## src/design/pdp8_mem_pkg.sv

```systemverilog
package pdp8_mem_pkg;

  // bit 0 is the msb, as on the PDP-8
  typedef logic [0:11] word_t;
  typedef logic [0:2]  field_t;
  typedef logic [0:14] eaddr_t;  // field then 12-bit address

  typedef enum logic [4:0] {
    F0, FW, F1, F2, F3,
    D0, DW, D1, D2,
    E0, EW, E1, E2, E3,
    H0, HW, H1, H2, H3,
    DB0, DB1, DB2
  } major_state_e;

  // opcodes in instruction[0:2]
  localparam logic [0:2] AND = 3'o0;
  localparam logic [0:2] TAD = 3'o1;
  localparam logic [0:2] ISZ = 3'o2;
  localparam logic [0:2] DCA = 3'o3;
  localparam logic [0:2] JMS = 3'o4;
  localparam logic [0:2] JMP = 3'o5;
  localparam logic [0:2] IOT = 3'o6;
  localparam logic [0:2] OPR = 3'o7;

  localparam word_t HLT_WORD = 12'o7402;  // group 2 operate, halt bit only

  // one RAM access, read when write is low
  typedef struct packed {
    logic   valid;
    logic   write;
    eaddr_t addr;
    word_t  wdata;
  } mem_req_t;

endpackage
```

## src/design/mem_address_unit.sv

```systemverilog
module mem_address_unit (
  input  logic                       clk,
  input  logic                       reset,
  input  pdp8_mem_pkg::major_state_e state,
  input  pdp8_mem_pkg::word_t        pc,
  input  pdp8_mem_pkg::word_t        ac,
  input  pdp8_mem_pkg::word_t        sr,
  input  pdp8_mem_pkg::field_t       if_field,
  input  pdp8_mem_pkg::field_t       df_field,
  input  logic                       sw,
  input  logic                       addr_load,
  input  logic                       deposit,
  input  logic                       examine,
  input  pdp8_mem_pkg::word_t        rdata,
  input  logic                       cpu_rvalid,
  output pdp8_mem_pkg::mem_req_t     cpu_req,
  output pdp8_mem_pkg::word_t        ma,
  output pdp8_mem_pkg::word_t        mdout,
  output pdp8_mem_pkg::word_t        instruction,
  output logic                       isz_skip
);
  import pdp8_mem_pkg::*;

  logic [0:2] opcode;
  logic       data_ind;    // operand sits in the data field
  logic       auto_index;  // pointer in 0010..0017
  logic       panel;
  eaddr_t     eaddr;

  assign opcode = instruction[0:2];
  assign data_ind = instruction[3] && (opcode < JMS);
  assign auto_index = (ma[0:8] == 9'o001);
  assign panel = (state == H1) || (state == H2);

  always_comb begin
    case (state)
      F0, FW: eaddr = {if_field, pc};
      E0, EW, E1, E2, E3: eaddr = data_ind ? {df_field, ma} : {if_field, ma};
      default: eaddr = {if_field, ma};
    endcase
  end

  // reads in the first state of each cycle, writes are issued combinationally
  always_comb begin
    cpu_req = '0;
    cpu_req.addr = eaddr;
    case (state)
      F0, D0, E0, H0: cpu_req.valid = 1'b1;
      D1: begin
        if (auto_index) begin
          cpu_req.valid = 1'b1;
          cpu_req.write = 1'b1;
          cpu_req.wdata = mdout + 12'o0001;
        end
      end
      E1: begin
        case (opcode)
          ISZ: cpu_req.wdata = mdout + 12'o0001;
          DCA: cpu_req.wdata = ac;
          JMS: cpu_req.wdata = pc;  // return address, already stepped
          default: cpu_req.wdata = '0;
        endcase
        cpu_req.valid = (opcode == ISZ) || (opcode == DCA) || (opcode == JMS);
        cpu_req.write = cpu_req.valid;
      end
      H1, H2: begin
        if (deposit && !addr_load) begin
          cpu_req.valid = 1'b1;
          cpu_req.write = 1'b1;
          cpu_req.wdata = sr;
        end
      end
      default: cpu_req.valid = 1'b0;
    endcase
  end

  always_ff @(posedge clk) begin
    if (reset) begin
      ma <= '0;
      instruction <= 12'o7000;
      isz_skip <= 1'b0;
    end else begin
      if (state == FW && cpu_rvalid) instruction <= rdata;
      case (state)
        F0: ma <= pc;  // keeps the page of the instruction
        F3: begin
          if (opcode < IOT) begin
            ma <= {instruction[4] ? ma[0:4] : 5'b00000, instruction[5:11]};
          end
        end
        D2: ma <= auto_index ? mdout + 12'o0001 : mdout;
        E1: if (opcode == ISZ && mdout == 12'o7777) isz_skip <= 1'b1;
        E3: isz_skip <= 1'b0;
        H1, H2: begin
          if (addr_load) ma <= sw ? 12'o7777 : sr;
          else if (deposit || examine) ma <= ma + 12'o0001;
        end
        default: ma <= ma;
      endcase
    end
  end

  // memory buffer
  always_ff @(posedge clk) begin
    if (cpu_rvalid) mdout <= rdata;
    else if (panel && deposit && !addr_load) mdout <= sr;  // show what was stored
  end

endmodule

```

## config.mk

```make
export PLATFORM = sky130hd
export DESIGN_NAME = mem_address_unit
export DESIGN_NICKNAME = d
export VERILOG_FILES = /design/src/design/pdp8_mem_pkg.sv /design/src/design/mem_address_unit.sv
export SDC_FILE = /design/constraint.sdc
export NUM_CORES = 1
export LEC_CHECK = 0
export ABC_AREA = 0
export BUFFER_PORTS_ARGS = -buffer_cell sky130_fd_sc_hd__buf_2
export CAP_MARGIN = 20
export CORE_MARGIN = 4
export CORE_UTILIZATION = 50
export CTS_BUF_LIST = sky130_fd_sc_hd__clkbuf_8
export CTS_CLUSTER_SIZE = 8
export DETAILED_ROUTE_END_ITERATION = 10
export HOLD_SLACK_MARGIN = 0.1
export PLACE_DENSITY = 0.84
export SETUP_SLACK_MARGIN = 0.02
export SYNTH_ARGS = -nofsm -noshare
export SYNTH_HDL_FRONTEND = slang
export SYNTH_SLANG_ARGS = --single-unit
export TNS_END_PERCENT = 5
```

## constraint.sdc

```tcl
create_clock -name clk -period 2.1 [get_ports clk]
set_input_delay 0.315 -clock clk [delete_from_list [all_inputs] [get_ports clk]]
set_output_delay 0.315 -clock clk [all_outputs]
set_load 0.02 [all_outputs]
```

==> results.py <==
metrics = {
    "timing": {
        "rsz0062_at_grt": "true",
        "drv_slew": 0,
        "relSlewSlack_pct": 71.9,
        "fin_ws_ns": -0.103,
        "post-route-min-period_ns": 2.20,
        "setup_viol": 10,
        "worstMarginPinSlew_ns": 0.421,
        "clock_skew_ns": 0.0161,
        "hold_violations": 0,
        "fin_crit_sh_pct": 105,
        "whs_ns": 0.248,
        "timing.fmax_mhz": 454,
    },
    "layout": {
        "area.growth.synth_to_final_pct": 45.0,
        "area.sequential_um2": 881,
        "n_fill_cell": 455,
        "multi_input_area_um2": 2310,
        "antenna_cells": 0,
        "finalInstanceArea_um2": 4600,
        "nets": 613,
        "drive_gt1_share_pct": 48.8,
    },
    "cts": {
        "cts_buffers": 5,
        "root_buffer": "clkbuf_8",
        "cts_max_path_buffers": 2,
        "clk_pin_slew_ns": 0.08,
        "cts_hold_buffers": 0,
        "htreeDepth": 2,
        "cts_tree": "done",
        "cts.sinks": 37,
        "clk_latency_ns": 0.29,
    },
    "yosys": {
        "yosys_warnings": 0,
        "syn_nets": 438,
        "synth.most_common_cell": "nand2_1",
        "netlist.area_leader.share_pct": 15.8,
        "yosys.area.top_type": "dfxtp_1",
        "synth_area_um2": 3170,
        "synth-edff-count": 12,
        "avgSynthCellArea_um2": 8.60,
        "ys.flop_type": "dfxtp_1",
        "yosysUniqueCellTypes": 65,
        "synth_common_cells": "nand2_1, nor2_1, dfxtp_1",
        "synth-seq-cells": 37,
        "netlist_instances": 369,
        "synth_area_leaders": "dfxtp_1, edfxtp_1, mux2_2",
        "async_flop_share_pct": 0,
        "synth_seq_area_share_pct": 27.1,
    },
    "floorplan": {
        "dieWidth_um": 87.7,
        "start_util_pct": 52.7,
        "dieHeight_um": 87.7,
        "core_um2": 6030,
        "die-area_um2": 7690,
        "ios": 132,
        "rows": 28,
    },
    "pwr": {
        "p_int_mw": 1.41,
        "pwr-share-comb_pct": 30.5,
        "swShare_pct": 32.8,
        "switchingPower_mw": 0.685,
        "pwr-share-clk_pct": 30.1,
        "powerDensity_nw_per_um2": 454,
        "vdd_ir_drop_max_uv": 379,
        "p_leak_nw": 2.04,
        "p_seq_share_pct": 39.4,
    },
    "global_route": {
        "grt_pass1_wl_mm": 18.3,
        "grt_start_max_net_pins": 22,
        "antenna_found_initial": 0,
        "grt.overflow.total": 0,
        "use_met2_pct": 51.8,
        "gr-max-usage-layer": "met2",
        "grt_use_total_pct": 30.8,
        "grtUsageMet1_pct": 41.5,
        "grt_pass1_vias": 3480,
        "grt_use_met3_pct": 5.17,
    },
    "setup_path": {
        "rrSetupSlack_ns": 0.07,
        "worstPathRequired_ns": 1.78,
        "critPathMaxStageDelay_ns": 0.37,
        "setup.worst_path.start": "instruction[11]",
        "start_kind": "flop",
        "slowest_stage": "dfxtp_1",
        "r2r-start": "ma[4]",
        "path_max_fanout": 7,
        "cp.arrival_ns": 1.89,
        "crit_top_cell": "buf_4",
        "worstSetupEndpointType": "output pin",
        "critPathKind": "flop to output pin",
        "crit_chain": "nor3b_2, buf_4, buf_12, a22oi_1, o221ai_1, buf_4",
    },
    "routing": {
        "drc": 0,
        "drt_iter0_drc": 522,
        "antenna_left": 0,
        "first_pass_iters": 5,
        "routed_wl_mm": 12.6,
        "vias": 3852,
        "routedWlPerCell_um": 20.4,
        "vias_per_cell": 6.21,
    },
    "place": {
        "gp_congestion": 1.01,
        "placed_area_um2": 4190,
        "port_buffers": 131,
        "hpwl_mm": 9.63,
        "place_ws_ns": -0.0190,
    },
    "worst_hold_path": {
        "min_from": "rdata[9]",
        "hold_path.class": "input pin to flop",
    },
    "outcome": {
        "violations": "negative setup slack",
        "status": "finished with violations",
    },
    "flow_run": {
        "cap_violations": 0,
    },
}
[final cells by class]
class,instances,share of cell area [%]
multi-input cells,301,50.3
clock inverters,3,0.952
clock buffers,5,1.50
inverters,7,0.598
well taps,75,2.04
repair buffers,192,25.5
flip-flops and latches,37,19.1
[per-layer routing]
layer	vias to the layer above	share of wire (%)
met5	-	0
met4	0	1.7
met3	24	9.4
met2	247	48
met1	1827	41
li1	1754	-
[critical path, delay by kind of cell, from the launching register on]
kind,cells,cell delay (ns)
buffers and inverters,3,0.51
AOI/OAI and AO/OA,2,0.51
DFF,1,0.37
and+or+nand+nor,1,0.19
[flip-flops by register name, summed over array words and instances, names as in the netlist]
signal / count
mdout: 12
isz_skip: 1
ma: 12
instruction: 12
[placed cells by master (no fill, tap or decap), drive strengths merged, types with 4 or more instances in the layout]
| cell | synthesis | final |
|---|---|---|
| buf | 10 | 192 |
| nand2 | 40 | 40 |
| nor2 | 38 | 38 |
| mux2 | 26 | 26 |
| dfxtp | 25 | 25 |
| o221ai | 17 | 17 |
| o21ai | 16 | 16 |
| xor2 | 14 | 14 |
| xnor2 | 14 | 14 |
| mux2i | 13 | 13 |
| a22oi | 13 | 13 |
| nand3 | 13 | 13 |
| edfxtp | 12 | 12 |
| a21oi | 11 | 11 |
| nor3 | 11 | 11 |
| inv | 6 | 7 |
| o211ai | 6 | 6 |
| a32o | 5 | 5 |
| a211oi | 5 | 5 |
| clkbuf | 14 | 5 |
| and3 | 4 | 4 |
| nand4 | 4 | 4 |
| o2111ai | 4 | 4 |
| nand2b | 4 | 4 |
[stage by stage]
step	total power, mW	util (%)	TNS, ns	std cells
after floorplan	1.15	-	0	369
after global placement	1.41	69.6	-0.0445	601
after detailed placement	1.42	69.6	-0.0759	601
after CTS	2.05	73.6	-0.133	612
after global routing	2.17	76.4	-0.924	620
final	2.09	76.4	-0.396	620
[cells by family (layout without fill, tap and decap cells)]
| kind of cell | count (synthesis) | count (layout) | share of synthesized area, % |
|---|---|---|---|
| AND/OR/NAND/NOR | 135 | 135 | 21.8 |
| XOR/XNOR | 28 | 28 | 7.73 |
| buffers and inverters | 31 | 207 | 4.81 |
| adder cells (fa/ha/maj) | 3 | 3 | 1.18 |
| flip-flops | 37 | 37 | 27.1 |
| AO/OA/AOI/OAI | 96 | 96 | 24.0 |
| multiplexers | 39 | 39 | 13.3 |
[power by group through the flow]
| stage | Clock [mW] | Combinational [mW] | Sequential, mW |
|---|---|---|---|
| after floorplan | 0 | 0.269 | 0.885 |
| after global placement | 0 | 0.568 | 0.842 |
| after detailed placement | 0 | 0.571 | 0.844 |
| after CTS | 0.631 | 0.591 | 0.828 |
| after global routing | 0.669 | 0.674 | 0.828 |
| final | 0.630 | 0.637 | 0.824 |
[path summary, 6_finish.rpt]
path,to,cells after the start
worst max register to register,ma[6],9
worst min register to register,instruction[3],2
worst min-delay path,instruction[9],3
worst max-delay path,cpu_req[2],6
[timing repair]
action,CTS,global route
endpoints found under the setup margin,13,19
gates resized for setup,34,21
buffers inserted,3,8
pin swaps,4,3
Note: power is estimated with default switching activity, not from simulation.
