[config.mk]
export PLATFORM = sky130hd
export DESIGN_NAME = mem_arbiter
export DESIGN_NICKNAME = d
export VERILOG_FILES = /design/src/design/pdp8_mem_pkg.sv /design/src/design/mem_arbiter.sv
export SDC_FILE = /design/constraint.sdc
export NUM_CORES = 1
export LEC_CHECK = 0
export BUFFER_PORTS_ARGS = -buffer_cell sky130_fd_sc_hd__buf_2
export CORE_MARGIN = 2
export CORE_UTILIZATION = 30
export DETAILED_ROUTE_END_ITERATION = 6
export PLACE_DENSITY_LB_ADDON = 0.15
export SLEW_MARGIN = 20
export SYNTH_ARGS = -nofsm -noshare
export SYNTH_HDL_FRONTEND = slang
export SYNTH_SLANG_ARGS = --single-unit
[constraint.sdc]
create_clock -name clk -period 2 [get_ports clk]
set_input_delay 0 -clock clk [delete_from_list [all_inputs] [get_ports clk]]
set_output_delay 0 -clock clk [all_outputs]
set_load 0.005 [all_outputs]
[src/design/pdp8_mem_pkg.sv]
package pdp8_mem_pkg;

  // bit 0 is the msb, as on the PDP-8
  typedef logic [0:11] word_t;
  typedef logic [0:2]  field_t;
  typedef logic [0:14] eaddr_t;  // field then 12-bit address

  typedef enum logic [4:0] {
    F0, FW, F1, F2, F3,
    D0, DW, D1, D2,
    E0, EW, E1, E2, E3,
    H0, HW, H1, H2, H3,
    DB0, DB1, DB2
  } major_state_e;

  // opcodes in instruction[0:2]
  localparam logic [0:2] AND = 3'o0;
  localparam logic [0:2] TAD = 3'o1;
  localparam logic [0:2] ISZ = 3'o2;
  localparam logic [0:2] DCA = 3'o3;
  localparam logic [0:2] JMS = 3'o4;
  localparam logic [0:2] JMP = 3'o5;
  localparam logic [0:2] IOT = 3'o6;
  localparam logic [0:2] OPR = 3'o7;

  localparam word_t HLT_WORD = 12'o7402;  // group 2 operate, halt bit only

  // one RAM access, read when write is low
  typedef struct packed {
    logic   valid;
    logic   write;
    eaddr_t addr;
    word_t  wdata;
  } mem_req_t;

endpackage
[src/design/mem_arbiter.sv]
module mem_arbiter #(
  parameter int MEM_AWIDTH = 15
) (
  input  logic                         clk,
  input  logic                         reset,
  input  pdp8_mem_pkg::major_state_e   state,
  input  pdp8_mem_pkg::mem_req_t       cpu_req,
  input  pdp8_mem_pkg::mem_req_t       dma_req,
  output pdp8_mem_pkg::mem_req_t       ram_req,
  input  pdp8_mem_pkg::word_t          ram_rdata,
  output pdp8_mem_pkg::word_t          rdata,
  output logic                         cpu_rvalid,
  output logic                         dma_rvalid
);
  import pdp8_mem_pkg::*;

  localparam eaddr_t ADDR_MASK = eaddr_t'((32'd1 << MEM_AWIDTH) - 32'd1);

  logic     dma_owner;
  logic     rd_pend;  // a read went out last cycle
  logic     rd_dma;   // ... and it belonged to the channel
  mem_req_t sel_req;

  // break cycles belong to the disk channel
  assign dma_owner = state inside {DB0, DB1, DB2};

  always_comb begin
    sel_req = dma_owner ? dma_req : cpu_req;
    ram_req = sel_req;
    ram_req.addr = sel_req.addr & ADDR_MASK;
  end

  always_ff @(posedge clk) begin
    if (reset) begin
      rd_pend <= 1'b0;
      rd_dma <= 1'b0;
    end else begin
      rd_pend <= ram_req.valid && !ram_req.write;
      rd_dma <= dma_owner;
    end
  end

  assign rdata = ram_rdata;
  assign cpu_rvalid = rd_pend && !rd_dma;
  assign dma_rvalid = rd_pend && rd_dma;

endmodule

==> metrics.cfg, run 1 <==
[floorplan]
core-area_um2=2250
die_w_um=53.4
die_area_um2=2850
initial_core_util_pct=32.4
row_count=17
die_h_um=53.4
io_pins=120

[global_routing]
grt-ovfl-total=0
grt_max_degree=18
grt_pass1_wl_um=2520
track_usage_pct=12.0
grt_pass1_vias=644
antenna_found_initial=0

[setup_path]
startpoint_type=primary input
worstPathRequired_ps=2000
worst_setup_path_end_kind=output pin
slowest_delay_ps=330
cp_slowest_cell=mux2_4
path_buf_inv=3
cp_common_cell=buf_2
cp.arrival_ps=1200
crit_family=buffers and inverters
critical_path_class=in2out
path_cells=buf_2 -> nand2b_4 -> a21oi_4 -> buf_4 -> mux2_4 -> buf_2
critPathMaxFanout=17

[layout]
syn_to_final_growth_pct=59.4
layout-drive-gt1-share_pct=89.8
final_area_um2=1160
final_nets=226
utilization_pct=51.7
n_antenna_cell=0
final_cell_mix=buf_2, mux2_4, nor2b_1, clkbuf_4
final_common_cell=buf_2

[sta]
grt_setup_unrepaired=false
setup_viol=0
holdWs_ps=0.0152
period_share_pct=59.8
period_minus_slack_ps=1200
hold_viol_final=0
drv_slew=0
max_freq_mhz=836
relSlewSlack_pct=67.1
max_slew.worst_pin.slew_ps=482
finalSetupTns_ps=0

[status]
status=completed

[routing]
drt-total-wl_um=1980
wl_per_cell_um=11.3
wl_met3_um=275
drt-met1-wl_um=592
firstDrtPassIters=2
drc=0
maxUsedRoutingLayer=met3
via_per_inst=4.41
antenna_left=0
drtIter0Drc=1
met2WireLength_um=1120
route.vias.total=772

[placed_design]
postPlaceCellArea_um2=1130
place_hpwl_um=1770
gp_congestion=0.698
buffer_ports.inserted=95

[clock_tree]
htreeDepth=1
cts_setup_buffers=0
cts_buffers=3
cts_sinks=2
cts_tree=done
root_buffer=clkbuf_4
cts.path.max_buffers=2

[yosys]
synth_warnings=0
synth_fp_nets=138
syn_inst=61
ys_seq_area_share_pct=5.48
syn_avg_cell_area_um2=12.0
ys_ff_latch=2
synth_cell_types=15
synth_area_um2=731

[pwr]
p_leak_nw=0.689
p_total_uw=337
ir_drop_mv=0.282
p_per_area_nw_per_um2=289

[hold_path]
hold_path_class=in2out

[run]
drv_cap=0

[report_power, final]
group	leakage, nW	switching [mW]	total (mW)	internal, mW
clock network	0.0138	0.0211	0.0871	0.0660
registers	0.0163	0.000556	0.0422	0.0417
logic	0.658	0.0662	0.208	0.141
[through the flow]
stage | cells | setup slack (ps)
2_1_floorplan | 61 | 1120
3_3_place_gp | 171 | 809
3_5_place_dp | 171 | 792
4_1_cts | 175 | 792
5_1_grt | 175 | 735
6_report | 175 | 804
[cell type report]
type | instances | area [um2]
tap | 28 | 35.0
fill | 216 | 1090
inverter | 1 | 3.75
timing repair buffer | 98 | 500
multi-input combinational | 43 | 563
sequential | 2 | 40.0
clock buffer | 3 | 22.5
[registers in the layout, indices dropped and copies added (netlist names)]
| signal | count |
|---|---|
| rd_pend | 1 |
| rd_dma | 1 |
[worst paths after layout]
path	start	endpoint	slack, ps	depth (start not counted)
setup / recovery	state[1]	ram_req[26]	800	6
hold / removal	ram_rdata[3]	rdata[3]	0.02	0
[layer usage]
layer  track usage, %  up-vias
met5                0        -
met4             5.13        0
met3             3.11        0
met2             26.1       56
met1             9.40      338
li1                 -      378
[cells in the mapped netlist]
master / n / area share, %
nand3b_4: 1 / 2.7
buf_6: 3 / 4.6
inv_1: 1 / 0.51
a21oi_4: 1 / 2.2
and2_1: 2 / 1.7
mux2_4: 29 / 60
nand2b_1: 1 / 0.86
o41a_1: 1 / 1.5
nor2_1: 1 / 0.51
buf_4: 12 / 12
dfxtp_1: 2 / 5.5
o21ba_1: 1 / 1.4
a2111oi_0: 1 / 1.2
nor2b_1: 4 / 3.4
nand2b_4: 1 / 1.9
[kinds of logic after synthesis]
logic type	after synthesis	share of synthesized area (%)
AO/OA/AOI/OAI	4	6.34
flip-flops	2	5.48
multiplexers	29	59.6
buffers and inverters	16	17.5
AND/OR/NAND/NOR	10	11.1
[what timing repair did]
item                                   in CTS  in global routing
hold buffers                                1                  0
gates resized for setup                     0                  0
endpoints found under the hold margin       1                  0
Power figures use the tool's default switching activity.
==> run 2: changes to the inputs <==
Settings changed: CORE_UTILIZATION 30 to 25.
Clock period 2 ns to 1 ns, I/O delays scaled along.
==> run 2 against run 1 <==
  * The run now ends with setup timing left
  * Sequential power rose by 100%
  * First-iteration DRC count increased to 8.0 times the previous value
  * Hold slack is essentially flat
  * Core utilization up 1.4 points
  * Die area up 18%
  * Sequential share of layout area fell by 0.70 points
  * Routed wire length grew 3.8%
  * Global-route usage is 1.0 points lower
==> metrics.cfg, run 2 (synthesis results as in run 1) <==
[status]
status=complete, but fails checks
violations=setup timing

[layout]
reg_top3=rd_dma (1), rd_pend (1)
final_cell_mix=buf_2, mux2_4, buf_6, buf_4, nor2b_1
layoutNonFillerInstCount=185
syn_to_final_growth_pct=100
final_nets=233
layout-drive-gt1-share_pct=90.9
n_antenna_cell=0
final_common_cell=buf_2
fillCellCount=247

[run]
drv_cap=0

[pwr]
p_int_uw=615
pwr-share-comb_pct=68.0
p_per_area_nw_per_um2=561
p_sw_share_pct=25.1
clkPwrFrac_pct=21.7
p_leak_nw=0.804
ir_drop_mv=0.451
pwr-share-seq_pct=10.3
p_switching_uw=206

[floorplan]
die_h_um=58.1
die_w_um=58.1
io_pins=120
row_count=19
die_area_um2=3370
initial_core_util_pct=26.5
core-area_um2=2760

[clock_tree]
htreeDepth=1
root_buffer=clkbuf_4
cts_sinks=2
cts.path.max_buffers=2
cts_tree=done
cts_buffers=3

[sta]
grt_setup_unrepaired=true
max_slew.worst_pin.slew_ps=410
period_minus_slack_ps=1140
worst_slack_ps=-140
setup_viol=29
drv_slew=0
period_share_pct=114
finalSetupTns_ps=-3850
hold_viol_final=0
max_freq_mhz=877
relSlewSlack_pct=72.0

[routing]
antenna_left=0
route.vias.total=825
wl_per_cell_um=11.1
drt-total-wl_um=2060
drtIter0Drc=8
drc=0
via_per_inst=4.46
firstDrtPassIters=2

[setup_path]
worst_setup_path_end_kind=output pin
startpoint_type=primary input
critical_path_class=in2out
critPathMaxFanout=8
cp.arrival_ps=1140
worstPathRequired_ps=1000

[global_routing]
grt_pass1_wl_um=3000
antenna_found_initial=0
grt_pass1_vias=807
track_usage_pct=11.0
grt_max_degree=9
grt-ovfl-total=0

[placed_design]
gp_congestion=0.631
dp.cells=176
buffer_ports.inserted=95

[hold_path]
holdPathStages=0
min-delay-start=ram_rdata[5]
worstHoldEndpoint=rdata[5]
hold_path_class=in2out

-- run 2: cell types whose count changed in the layout (fill, tap and decap cells not counted) --
cell	change
buf_2	-25
buf_6	+23
buf_12	+3
buf_4	+3
buf_16	+2
buf_8	+1
nand2b_1	-1
nand2b_4	+1
-- run 2: layer usage --
metal | vias up | global-route usage [%] | share of wire, %
met5 | - | 0 | 0
met4 | 0 | 4.98 | 0.24
met3 | 4 | 0.446 | 13
met2 | 55 | 23.4 | 56
met1 | 373 | 10.4 | 31
li1 | 393 | - | -
-- run 2: power by group through the flow --
stage                     Clock (mW)  Combinational, mW  Sequential [mW]
after floorplan                    0              0.245           0.0850
after global placement             0              0.426           0.0853
after detailed placement           0              0.432           0.0853
after CTS                      0.190              0.557           0.0843
after global routing           0.194              0.597           0.0843
final                          0.178              0.559           0.0844
-- run 2: worst max path at each step --
| stage | start | end | slack, ps | cells past startpoint |
|---|---|---|---|---|
| floorplan | state[3] | rd_pend | 120 | 3 |
| global placement | state[1] | ram_req[16] | -120 | 6 |
| detailed placement | state[1] | ram_req[28] | -150 | 6 |
| CTS | state[2] | ram_req[9] | -130 | 7 |
| global route | state[2] | ram_req[15] | -180 | 7 |
| finish | state[2] | ram_req[16] | -140 | 7 |
-- run 2: final cells by class --
| cell class | count | area, um2 | area share [%] |
|---|---|---|---|
| Inverter | 1 | 3.75 | 0.257 |
| Sequential cell | 2 | 40.0 | 2.74 |
| Multi-Input combinational cell | 43 | 571 | 39.0 |
| Timing Repair Buffer | 105 | 787 | 53.8 |
| Tap cell | 31 | 38.8 | 2.65 |
| Clock buffer | 3 | 22.5 | 1.54 |
-- run 2: repair_timing --
action / CTS / global route
resized for setup: 28 / 2
setup buffers: 3 / 0
pin swaps: 1 / 0
hold buffers: 1 / 0
setup endpoints to repair: 29 / 29
cloned: 2 / 0
endpoints found under the hold margin: 1 / 0
-- run 2: critical path, stage by stage --
cell      delay [ps]
buf_8            100
nand3b_4         160
a21oi_4          190
buf_12           140
buf_12           130
mux2_4           300
buf_6            110
-- run 2: stage by stage --
step	total power, mW	area [um2]	util (%)	setup slack, ps	hold WS [ps]
6_report	0.821	1460	53.0	-140	0.00443
5_1_grt	0.876	1460	53.0	-180	0.00922
4_1_cts	0.831	1450	52.6	-134	0.0346
3_5_place_dp	0.517	1180	42.6	-147	0.0346
3_3_place_gp	0.511	1180	42.6	-123	0.0346
2_1_floorplan	0.330	731	-	119	71.6
