## config.mk

```make
export PLATFORM = sky130hd
export DESIGN_NAME = major_cycle_ctrl
export DESIGN_NICKNAME = d
export VERILOG_FILES = /design/src/design/pdp8_mem_pkg.sv /design/src/design/major_cycle_ctrl.sv
export SDC_FILE = /design/constraint.sdc
export NUM_CORES = 1
export LEC_CHECK = 0
export ABC_CLOCK_PERIOD_IN_PS = 2200
export CAP_MARGIN = 40
export CORE_ASPECT_RATIO = 0.6
export CORE_MARGIN = 3
export CORE_UTILIZATION = 25
export DETAILED_ROUTE_END_ITERATION = 16
export DONT_BUFFER_PORTS = 1
export GPL_TIMING_DRIVEN = 0
export PLACE_DENSITY = 0.36
export SLEW_MARGIN = 20
export SYNTH_ARGS = -nofsm -noshare
export SYNTH_HDL_FRONTEND = slang
export SYNTH_SLANG_ARGS = --single-unit
```

## constraint.sdc

```tcl
create_clock -name clk -period 2.2 [get_ports clk]
set_input_delay 0.22 -clock clk [delete_from_list [all_inputs] [get_ports clk]]
set_output_delay 0.22 -clock clk [all_outputs]
set_load 0.02 [all_outputs]
```

## src/design/pdp8_mem_pkg.sv

```systemverilog
package pdp8_mem_pkg;

  // bit 0 is the msb, as on the PDP-8
  typedef logic [0:11] word_t;
  typedef logic [0:2]  field_t;
  typedef logic [0:14] eaddr_t;  // field then 12-bit address

  typedef enum logic [4:0] {
    F0, FW, F1, F2, F3,
    D0, DW, D1, D2,
    E0, EW, E1, E2, E3,
    H0, HW, H1, H2, H3,
    DB0, DB1, DB2
  } major_state_e;

  // opcodes in instruction[0:2]
  localparam logic [0:2] AND = 3'o0;
  localparam logic [0:2] TAD = 3'o1;
  localparam logic [0:2] ISZ = 3'o2;
  localparam logic [0:2] DCA = 3'o3;
  localparam logic [0:2] JMS = 3'o4;
  localparam logic [0:2] JMP = 3'o5;
  localparam logic [0:2] IOT = 3'o6;
  localparam logic [0:2] OPR = 3'o7;

  localparam word_t HLT_WORD = 12'o7402;  // group 2 operate, halt bit only

  // one RAM access, read when write is low
  typedef struct packed {
    logic   valid;
    logic   write;
    eaddr_t addr;
    word_t  wdata;
  } mem_req_t;

endpackage
```

## src/design/major_cycle_ctrl.sv

```systemverilog
module major_cycle_ctrl (
  input  logic                       clk,
  input  logic                       reset,
  input  logic                       start,
  input  pdp8_mem_pkg::word_t        sr,
  input  logic                       addr_load,
  input  logic                       break_req,
  input  pdp8_mem_pkg::word_t        instruction,
  input  pdp8_mem_pkg::word_t        ma,
  input  pdp8_mem_pkg::word_t        mdout,
  input  logic                       isz_skip,
  output pdp8_mem_pkg::major_state_e state,
  output pdp8_mem_pkg::word_t        pc,
  output logic                       run,
  output logic                       instr_done,
  output logic                       operand_valid
);
  import pdp8_mem_pkg::*;

  logic [0:2]   opcode;
  logic         defer;
  logic         halt_word;
  major_state_e resume;  // where to go between instructions
  major_state_e next_state;

  assign opcode = instruction[0:2];
  assign defer = instruction[3] && (opcode < JMP);
  assign halt_word = (mdout == HLT_WORD);  // fetched word is still in mdout at F3
  assign resume = break_req ? DB0 : (run ? F0 : H0);

  always_comb begin
    case (state)
      F0: next_state = FW;
      FW: next_state = F1;
      F1: next_state = F2;
      F2: next_state = F3;
      F3: begin
        if (opcode >= IOT) next_state = halt_word ? H0 : resume;
        else next_state = defer ? D0 : E0;
      end
      D0: next_state = DW;
      DW: next_state = D1;
      D1: next_state = D2;
      D2: next_state = E0;
      E0: next_state = EW;
      EW: next_state = (opcode == JMP) ? resume : E1;
      E1: next_state = E2;
      E2: next_state = E3;
      H0: next_state = HW;
      HW: next_state = H1;
      H1: next_state = H2;
      H2: next_state = H3;
      DB0: next_state = DB1;
      DB1: next_state = DB2;
      default: next_state = resume;  // E3, H3, DB2
    endcase
  end

  always_ff @(posedge clk) begin
    if (reset) begin
      state <= H0;
      pc <= '0;
      run <= 1'b0;
    end else begin
      state <= next_state;
      case (state)
        FW: pc <= pc + 12'o0001;
        F3: if (opcode >= IOT && halt_word) run <= 1'b0;
        EW: if (opcode == JMP) pc <= ma;
        E3: begin
          if (opcode == JMS) pc <= ma + 12'o0001;
          else if (isz_skip) pc <= pc + 12'o0001;
        end
        H1, H2: begin
          if (start) run <= 1'b1;
          if (addr_load) pc <= sr;
        end
        default: pc <= pc;
      endcase
    end
  end

  always_comb begin
    case (state)
      F3: instr_done = (opcode >= IOT);
      EW: instr_done = (opcode == JMP);
      E3: instr_done = 1'b1;
      default: instr_done = 1'b0;
    endcase
  end

  assign operand_valid = (state == E2) && ((opcode == AND) || (opcode == TAD));

endmodule

```

==> results.toml, run 1 <==
[sta]
drv_slew = 0
max_clock_freq_ghz = 0.441
min_period_over_period_pct = 103
layout_setup_ws_ps = -65.7
slew-limit-headroom_pct = 48.4
period_minus_slack_ps = 2270
worst_slew_pin_slew_ps = 768
hold_violations = 0
rsz0062_at_grt = "true"
fin_setup_tns_ps = -76.5
finalClockSkew_ps = 6.39
finalSetupViolCount = 2

[hold_path]
min_path_type = "in2reg"
whs_path_depth = 2
hold_end = "state[4]$_SDFF_PP0_"
hp-start = "break_req"

[grt]
antenna_found_initial = 0
grt_pass1_vias = 2056
grt_max_degree = 11
grt_usage_pct = 19.2
grt_pass1_wl_mm = 12.4
grt_overflow = 0

[logic_synthesis]
async_reset_ff_share_pct = 0
yosys_warnings = 0
synth_compound_area_share_pct = 31.1
synth_common_cells = "nor2_1 (26), o21ai_0 (22), nand2_1 (20)"
synth_most_common_cell = "nor2_1"
syn-num-nets = 315
post_synth_and_or_nand_nor_area_fraction_pct = 34.9
synth_ff_type = "dfxtp_1"
ys_seq_area_share_pct = 19.4
muxShareOfSynthArea_pct = 1.14
synth_cells = 259
synth-xor-area-share_pct = 7.54
synthTopCellsByArea = "dfxtp_1 (19%), o21ai_0 (5.9%), nor2_1 (5.3%)"
synth_top_area_share_pct = 19.4
netlist_area_mm2 = 0.00186
synth_top_family_by_area = "simple AND/OR/NAND/NOR gates"
synth_fa_ha_area_share_pct = 1.35
syn_area_per_cell_um2 = 7.17
ys_ff_latch = 18
synth_top_area_cell = "dfxtp_1"
yosysUniqueCellTypes = 61
synth_edf_count = 0

[placement]
port_buffers = 0
pre_cts_slack_ps = -497
gp_congestion = 0.855
dp.final_hpwl_mm = 6.03
dp.cells = 360

[worst_setup_path]
r2r_end = "pc[7]$_SDFFE_PP0P_"
r2r_start = "state[0]$_SDFF_PP0_"
start_kind = "flop"
crit_slowest_cell = "or4_4"
worstSetupPathType = "reg2reg"
worstPathRequired_ps = 2320
arrival_ps = 2390
cp_max_fo = 5
regToRegSetupSlack_ps = -70
reg2regPathDepth = 7
path_common_cell = "buf_6"
max_stage_delay_ps = 520
cp_cell_sequence = "buf_6 -> nand2b_4 -> or4_4 -> a2111o_1 -> buf_6 -> a311oi_2 -> nor3_2"
end_kind = "flop"

[clock_network]
clock_latency_ps = 260
root_buffer = "clkbuf_16"
cts_tree = "done"
cts_sinks = 18
cts_made_buffers = 3
clkTransAtPathRegs_ps = 60
htree_levels = 1
clockBufferDepth = 2

[finish]
diodes = 0
stdcell_count = 371
syn2layout_area_growth_pct = 25.2
drive_above_1_share_pct = 22.5
nets = 328
fin_util_pct = 33.5

[status]
violations = "setup timing"
status = "complete, but fails checks"

[flow_run]
max_cap_viol_count = 0

[routing]
wire_per_inst_um = 21.4
ant_nets = 0
first_pass_iters = 4
drt_iter0_drc = 179
via_count = 2156
viasPerCell = 5.81
drc = 0
routed_wl_mm = 7.96

[pwr]
totalPowerFinal_mw = 2.33
static-leakage-power_nw = 0.743
powerDensity_mw_per_mm2 = 1000
peakVddDrop_uv = 305

[floorplan]
coreArea_mm2 = 0.00694
die-area_mm2 = 0.00854
die_h_um = 72.8
start_util_pct = 26.8
die_x_um = 117
ios = 74
row_count = 23
stage by stage:
stage	hold slack, ps	area [um^2]
2_1_floorplan	376	1870
3_3_place_gp	387	1990
3_5_place_dp	390	2000
4_1_cts	115	2170
5_1_grt	116	2330
6_report	120	2330
critical path, delay by kind of cell (launching register included):
kind                   cells  cell delay [ps]
AND/OR/NAND/NOR            3              730
AO/OA/AOI/OAI              2              710
flip-flops                 1              370
buffers and inverters      2              320
sequential cells by signal (all words and copies together), names as in the netlist:
name / flops
pc: 12
run: 1
state: 5
cells by family after synthesis:
| family | Yosys count |
|---|---|
| AOI/OAI and AO/OA | 83 |
| xor gates and xnor gates | 16 |
| adders and majority gates | 2 |
| buffers and inverters | 18 |
| DFF | 18 |
| muxes | 2 |
| and+or+nand+nor | 120 |
where the power goes:
part | leakage (nW) | total, mW | internal, mW | switching [mW]
Combinational | 0.550 | 1.29 | 0.523 | 0.770
Clock | 0.0442 | 0.432 | 0.278 | 0.154
Sequential | 0.148 | 0.607 | 0.408 | 0.199
Total | 0.743 | 2.33 | 1.21 | 1.12
final cells by class:
| class | instances | area (um^2) |
|---|---|---|
| buffer | 14 | 90.1 |
| clock buffer | 4 | 88.8 |
| fill | 770 | 4610 |
| inverter | 4 | 15.0 |
| multi-input combinational | 223 | 1560 |
| sequential | 18 | 379 |
| tap | 100 | 125 |
| timing repair buffer | 8 | 65.1 |
worst max path at each step:
stage / end / slack (ps) / startpoint
after floorplan: pc[7]$_SDFFE_PP0P_ / 20 / state[0]$_SDFF_PP0_
after global placement: pc[7]$_SDFFE_PP0P_ / -530 / state[4]$_SDFF_PP0_
after detailed placement: pc[7]$_SDFFE_PP0P_ / -500 / state[1]$_SDFF_PP1_
after CTS: pc[7]$_SDFFE_PP0P_ / -80 / state[0]$_SDFF_PP0_
after global routing: pc[7]$_SDFFE_PP0P_ / -120 / state[0]$_SDFF_PP0_
final: pc[7]$_SDFFE_PP0P_ / -70 / state[0]$_SDFF_PP0_
cells in the final DEF, fill, tap and decap left out, types with 3 or more instances in the layout:
cell type / instances
nor3b_1: 3
nand4_1: 6
a222oi_1: 4
dfxtp_2: 3
nand2b_1: 3
clkbuf_16: 3
a31oi_1: 6
buf_6: 5
o21ai_0: 19
and3_1: 6
o21ai_2: 3
buf_4: 5
inv_1: 4
nor2_1: 21
xnor2_1: 6
nand3_1: 13
clkbuf_1: 4
clkbuf_4: 3
a221oi_1: 3
nand3b_1: 3
nor2_4: 3
xor2_1: 10
a22oi_1: 5
dfxtp_4: 4
nand2_1: 20
dfxtp_1: 11
nor3_2: 4
and4_1: 3
nor3_1: 10
a21oi_1: 16
metal layers:
| metal | vias up | routed length [um] | global-route usage (%) |
|---|---|---|---|
| li1 | 1032 | - | - |
| met4 | 0 | 46 | 2.16 |
| met1 | 1015 | 4260 | 32.0 |
| met3 | 6 | 734 | 5.80 |
| met2 | 103 | 2920 | 23.7 |
| met5 | - | 0 | 0 |
timing repair:
| action | in CTS | in global routing |
|---|---|---|
| pin swaps | 7 | 10 |
| endpoints found under the setup margin | 17 | 16 |
| hold buffers | 0 | 0 |
| gates cloned | 1 | 0 |
| resized for setup | 28 | 32 |
| buffers inserted | 2 | 4 |
Power figures use the tool's default switching activity.
==> inputs of run 2 (changes only) <==
Settings changed: ABC_AREA set to 1.
==> run 2 against run 1 <==
Compared with the run above: the flow now finishes without violations; first-iteration DRC count shrank 1.7%; cell area up 2.9%; sequential share of layout area fell by 1.2 points; critical path type is now reg2out; critical endpoint is now instr_done; highest routed layer unchanged.
==> results.toml, run 2 <==
[status]
status = "finished clean"

[worst_setup_path]
cp_cell_sequence = "nand2_1 -> nor2_4 -> buf_2 -> a21oi_1 -> nand2_1"
cp_max_fo = 10
crit_slowest_cell = "dfxtp_1"
max_stage_delay_ps = 640
arrival_ps = 1840
critPathBufInv = 1
path_common_cell = "nand2_1"
critPathTopFamily = "flip-flops"
worstSetupPathType = "reg2out"
worstPathRequired_ps = 1980
end_kind = "primary output"
start_kind = "flop"

[flow_run]
max_cap_viol_count = 0

[sta]
max_clock_freq_ghz = 0.485
hold_violations = 0
rsz0062_at_grt = "false"
period_minus_slack_ps = 2060
min_period_over_period_pct = 93.7
holdWs_ps = 27.8
worst_slew_pin_slew_ps = 622
slew-limit-headroom_pct = 58.5
finalSetupViolCount = 0
fin_setup_tns_ps = 0
layout_setup_ws_ps = 138
finalClockSkew_ps = 4.31
drv_slew = 0

[grt]
grt_pass1_vias = 2289
grt_overflow = 0
grt_max_degree = 11
grt_pass1_wl_mm = 13.4
grt_usage_pct = 17.3
antenna_found_initial = 0

[logic_synthesis]
synth_edf_count = 0
ys_seq_area_share_pct = 16.7
muxShareOfSynthArea_pct = 0
synthTopCellsByArea = "nand2_1 (20%), dfxtp_1 (17%), nor2_1 (9.6%)"
synth_common_cells = "nand2_1 (114), nor2_1 (55), nand3_1 (37)"
synth_cells = 379
synth_fa_ha_area_share_pct = 1.16
netlist_area_mm2 = 0.00215
synth_top_family_by_area = "simple AND/OR/NAND/NOR gates"
synth_ff_type = "dfxtp_1"
post_synth_and_or_nand_nor_area_fraction_pct = 54.4
synth_compound_area_share_pct = 15.9
yosysUniqueCellTypes = 36
async_reset_ff_share_pct = 0
synth-xor-area-share_pct = 2.03
syn-num-nets = 435
synth_top_area_share_pct = 19.9
synth_most_common_cell = "nand2_1"
ys_ff_latch = 18
synth_top_area_cell = "nand2_1"
syn_area_per_cell_um2 = 5.68
yosys_warnings = 0

[floorplan]
start_util_pct = 26.5
coreArea_mm2 = 0.00813
row_count = 25
die_h_um = 77.9
ios = 74
die-area_mm2 = 0.00980
die_x_um = 126

[routing]
drc = 0
ant_nets = 0
first_pass_iters = 4
via_count = 2421
routed_wl_mm = 8.38
drt_iter0_drc = 176
viasPerCell = 4.92
wire_per_inst_um = 17.0

[clock_network]
cts_sinks = 18
htree_levels = 1
clockBufferDepth = 2
root_buffer = "clkbuf_16"
clkTransAtPathRegs_ps = 60
post-cts-setup-buffer-count = 0
cts_made_buffers = 3
cts_tree = "done"
clock_latency_ps = 250

[finish]
n_fill_cell = 967
multi_input_area_mm2 = 0.00159
reg_top3 = "pc (12), state (5), run (1)"
diodes = 0
layout_common_cells = "nand2_1 (114), nor2_1 (54), nand3_1 (37)"
largest_reg_flops = 12
final_common_cell = "nand2_1"
regArea_um2 = 362
nets = 441
stdcell_area_mm2 = 0.00239
top_register = "pc"
drive_above_1_share_pct = 11.5
syn2layout_area_growth_pct = 11.1

[placement]
dp.final_hpwl_mm = 7.02
pre_cts_slack_ps = 73.5
port_buffers = 0
gp_congestion = 0.895
dpl-instance-area_mm2 = 0.00230

[pwr]
clock_power_share_pct = 17.3
static-leakage-power_nw = 1.00
powerDensity_mw_per_mm2 = 992
combPwrFrac_pct = 55.3
p_sw_share_pct = 52.8
p_switching_mw = 1.25
seqPwrFrac_pct = 27.4
peakVddDrop_uv = 314
intPower_mw = 1.12

[hold_path]
min_path_type = "in2reg"
-- run 2: metal layers --
metal	global-route usage, %	vias up	wire (um)
met2	18.7	98	2480
met4	2.57	0	39
met5	0	-	0
met1	31.4	1061	5040
met3	3.44	4	819
li1	-	1258	-
-- run 2: cell families (layout without fill, tap and decap cells) --
family	Yosys count	count (layout)
buffers and inverters	47	52
xor gates and xnor gates	5	5
AOI/OAI and AO/OA	58	58
and+or+nand+nor	249	249
DFF	18	18
adders and majority gates	2	2
-- run 2: per-stage QoR --
step	total power, mW	instances	utilization (%)
floorplan	1.59	379	-
global placement	1.98	487	28.2
detailed placement	1.96	488	28.3
CTS	2.38	492	29.4
global route	2.57	492	29.4
finish	2.37	492	29.4
-- run 2: path summary, 6_finish.rpt --
check                      start                   to  slack (ps)  cells past startpoint
min                        reset   pc[8]$_SDFFE_PP0P_          30                      1
max reg2reg   pc[1]$_SDFFE_PP0P_   pc[6]$_SDFFE_PP0P_         180                      8
min reg2reg  pc[10]$_SDFFE_PP0P_  pc[10]$_SDFFE_PP0P_         610                      2
max          state[0]$_SDFF_PP0_           instr_done         140                      5
-- run 2: layout make-up --
cell class                 instances  share of cell area (%)
multi-input combinational        314                    66.2
sequential                        18                    15.1
inverter                          37                    5.80
tap                              108                    5.65
clock buffer                       4                    3.71
buffer                            10                    3.03
timing repair buffer               1                   0.470
-- run 2: worst reg2reg max path, delay by kind of cell, from the launching register on --
kind	cells	cell delay [ps]
flops	1	540
simple gates	4	530
fa+ha+maj	1	310
xor+xnor	1	300
compound gates	2	280
-- run 2: repair_timing --
item,CTS,global route
hold buffers,0,0
endpoints found under the setup margin,0,8
resized for setup,0,2
hold endpoints to repair,0,0
-- run 2: power by group through the flow --
stage	logic, mW	registers, mW	clock network (mW)
6_report	1.31	0.651	0.411
5_1_grt	1.47	0.664	0.437
4_1_cts	1.31	0.650	0.421
3_5_place_dp	1.30	0.658	0
3_3_place_gp	1.33	0.658	0
2_1_floorplan	0.985	0.604	0
==> inputs of run 3 (changes only) <==
Settings changed: GPL_TIMING_DRIVEN 0 to unset.
==> run 3 against run 2 <==
Compared with the run above: sequential cell count unchanged; total power increased by 2.1%; fmax increased by 5.9%; via count increased by 1.4%; critical path depth increased by 1; wire length decreased by 0.63%; sequential share of layout area decreased by 0.39 points; first-iteration DRC count increased by 9.7%; die area unchanged; sequential power decreased by 19%; clock-buffer cell count unchanged; critical endpoint unchanged.
==> results.toml, run 3 (synthesized netlist as in run 2, its figures left out) <==
[clock_network]
cts-resized-gates = 0
root_buffer = "clkbuf_16"
cts_sinks = 18
cts_made_buffers = 3
cts_hold_buffers = 0
htree_levels = 1
clkTransAtPathRegs_ps = 50
cts_tree = "done"
clockBufferDepth = 2
clock_latency_ps = 250
post-cts-setup-buffer-count = 0

[routing]
first_pass_iters = 5
drc = 0
wire_per_inst_um = 16.7
ant_nets = 0
viasPerCell = 4.91
routed_wl_mm = 8.33
via_count = 2455
drt_iter0_drc = 193

[finish]
drive_above_1_share_pct = 13.5
final_common_cell = "nand2_1"
nets = 449
fin_util_pct = 30.1
layout_common_cells = "nand2_1 (114), nor2_1 (55), nand3_1 (37)"
top_register = "pc"
stdcell_count = 500
largest_reg_flops = 12
syn2layout_area_growth_pct = 13.6
n_fill_cell = 940
reg_top3 = "pc (12), state (5), run (1)"
diodes = 0

[floorplan]
die_x_um = 126
start_util_pct = 26.5
die-area_mm2 = 0.00980
row_count = 25
ios = 74
die_h_um = 77.9
coreArea_mm2 = 0.00813

[sta]
period_minus_slack_ps = 1950
layout_setup_ws_ps = 253
drv_slew = 0
max_clock_freq_ghz = 0.514
slew-limit-headroom_pct = 67.0
fin_setup_tns_ps = 0
finalClockSkew_ps = 2.61
rsz0062_at_grt = "false"
min_period_over_period_pct = 88.5
finalSetupViolCount = 0
hold_violations = 0
worst_slew_pin_slew_ps = 494

[grt]
antenna_found_initial = 0
grt_most_used_layer = "met1"
use_met3_pct = 5.71
grt_use_met2_pct = 19.4
grt_pass1_wl_mm = 13.3
grt_overflow = 0
use_met1_pct = 29.3
grt_usage_pct = 17.1
grt_pass1_vias = 2258
grt_max_degree = 15

[pwr]
p_sw_share_pct = 51.6
totalPowerFinal_mw = 2.42
static-leakage-power_nw = 1.05
p_switching_mw = 1.25
clock_power_share_pct = 16.8
combPwrFrac_pct = 61.5
seqPwrFrac_pct = 21.6
peakVddDrop_uv = 341
intPower_mw = 1.17
powerDensity_mw_per_mm2 = 990

[hold_path]
min_path_type = "in2reg"

[placement]
dp.cells = 496
dp.final_hpwl_mm = 6.78
gp_congestion = 0.878
pre_cts_slack_ps = 402
port_buffers = 0

[worst_setup_path]
start_kind = "flop"
arrival_ps = 1730
worstPathRequired_ps = 1980
worstSetupPathType = "reg2out"
end_kind = "primary output"
cp_max_fo = 5
regToRegSetupSlack_ps = 340

[flow_run]
max_cap_viol_count = 0

[status]
status = "finished clean"
[run 3: changes by cell type in the layout (fill, tap and decap cells not counted)]
cell	change
dfxtp_1	+1
buf_4	+16
clkdlybuf4s15_2	-1
nor2_1	+1
nor2_2	-1
dfxtp_2	-1
clkbuf_1	-3
buf_2	-1
buf_6	-3
[run 3: final cells by class]
type	instances	area [um^2]	area share, %
Clock buffer	4	88.8	3.63
Inverter	37	139	5.67
Multi-Input combinational cell	314	1580	64.6
Sequential cell	18	360	14.7
Tap cell	108	135	5.52
Timing Repair Buffer	19	143	5.83
[run 3: worst max-delay path, cell delays in order (launching register included)]
cell and delay [ps]:
dfxtp_1 390, buf_4 210, nor2_1 270, nand2_1 210, nor2_1 120, inv_1 90
nand2_1 190
[run 3: final timing paths]
kind | endpoint | cells after the start | from
worst max register to register | pc[3]$_SDFFE_PP0P_ | 8 | state[3]$_SDFF_PP1_
worst max-delay path | instr_done | 6 | state[0]$_SDFF_PP0_
worst min register to register | pc[6]$_SDFFE_PP0P_ | 2 | pc[6]$_SDFFE_PP0P_
worst min-delay path | pc[9]$_SDFFE_PP0P_ | 1 | reset
[run 3: per-layer routing]
layer	up-vias	wire, um
li1	1270	-
met1	1055	4740
met2	126	2560
met3	4	990
met4	0	33
met5	-	0
[run 3: through the flow]
step / instance area (um^2) / hold slack [ps]
floorplan: 2150 / 289
global placement: 2360 / 286
detailed placement: 2360 / 288
CTS: 2450 / 22.3
global route: 2450 / 20.0
finish: 2450 / 29.9
[run 3: power groups by stage]
stage	Sequential, mW	Clock [mW]	Combinational (mW)
final	0.525	0.408	1.49
after global routing	0.536	0.427	1.67
after CTS	0.521	0.418	1.48
after detailed placement	0.528	0	1.47
after global placement	0.533	0	1.49
after floorplan	0.604	0	0.985
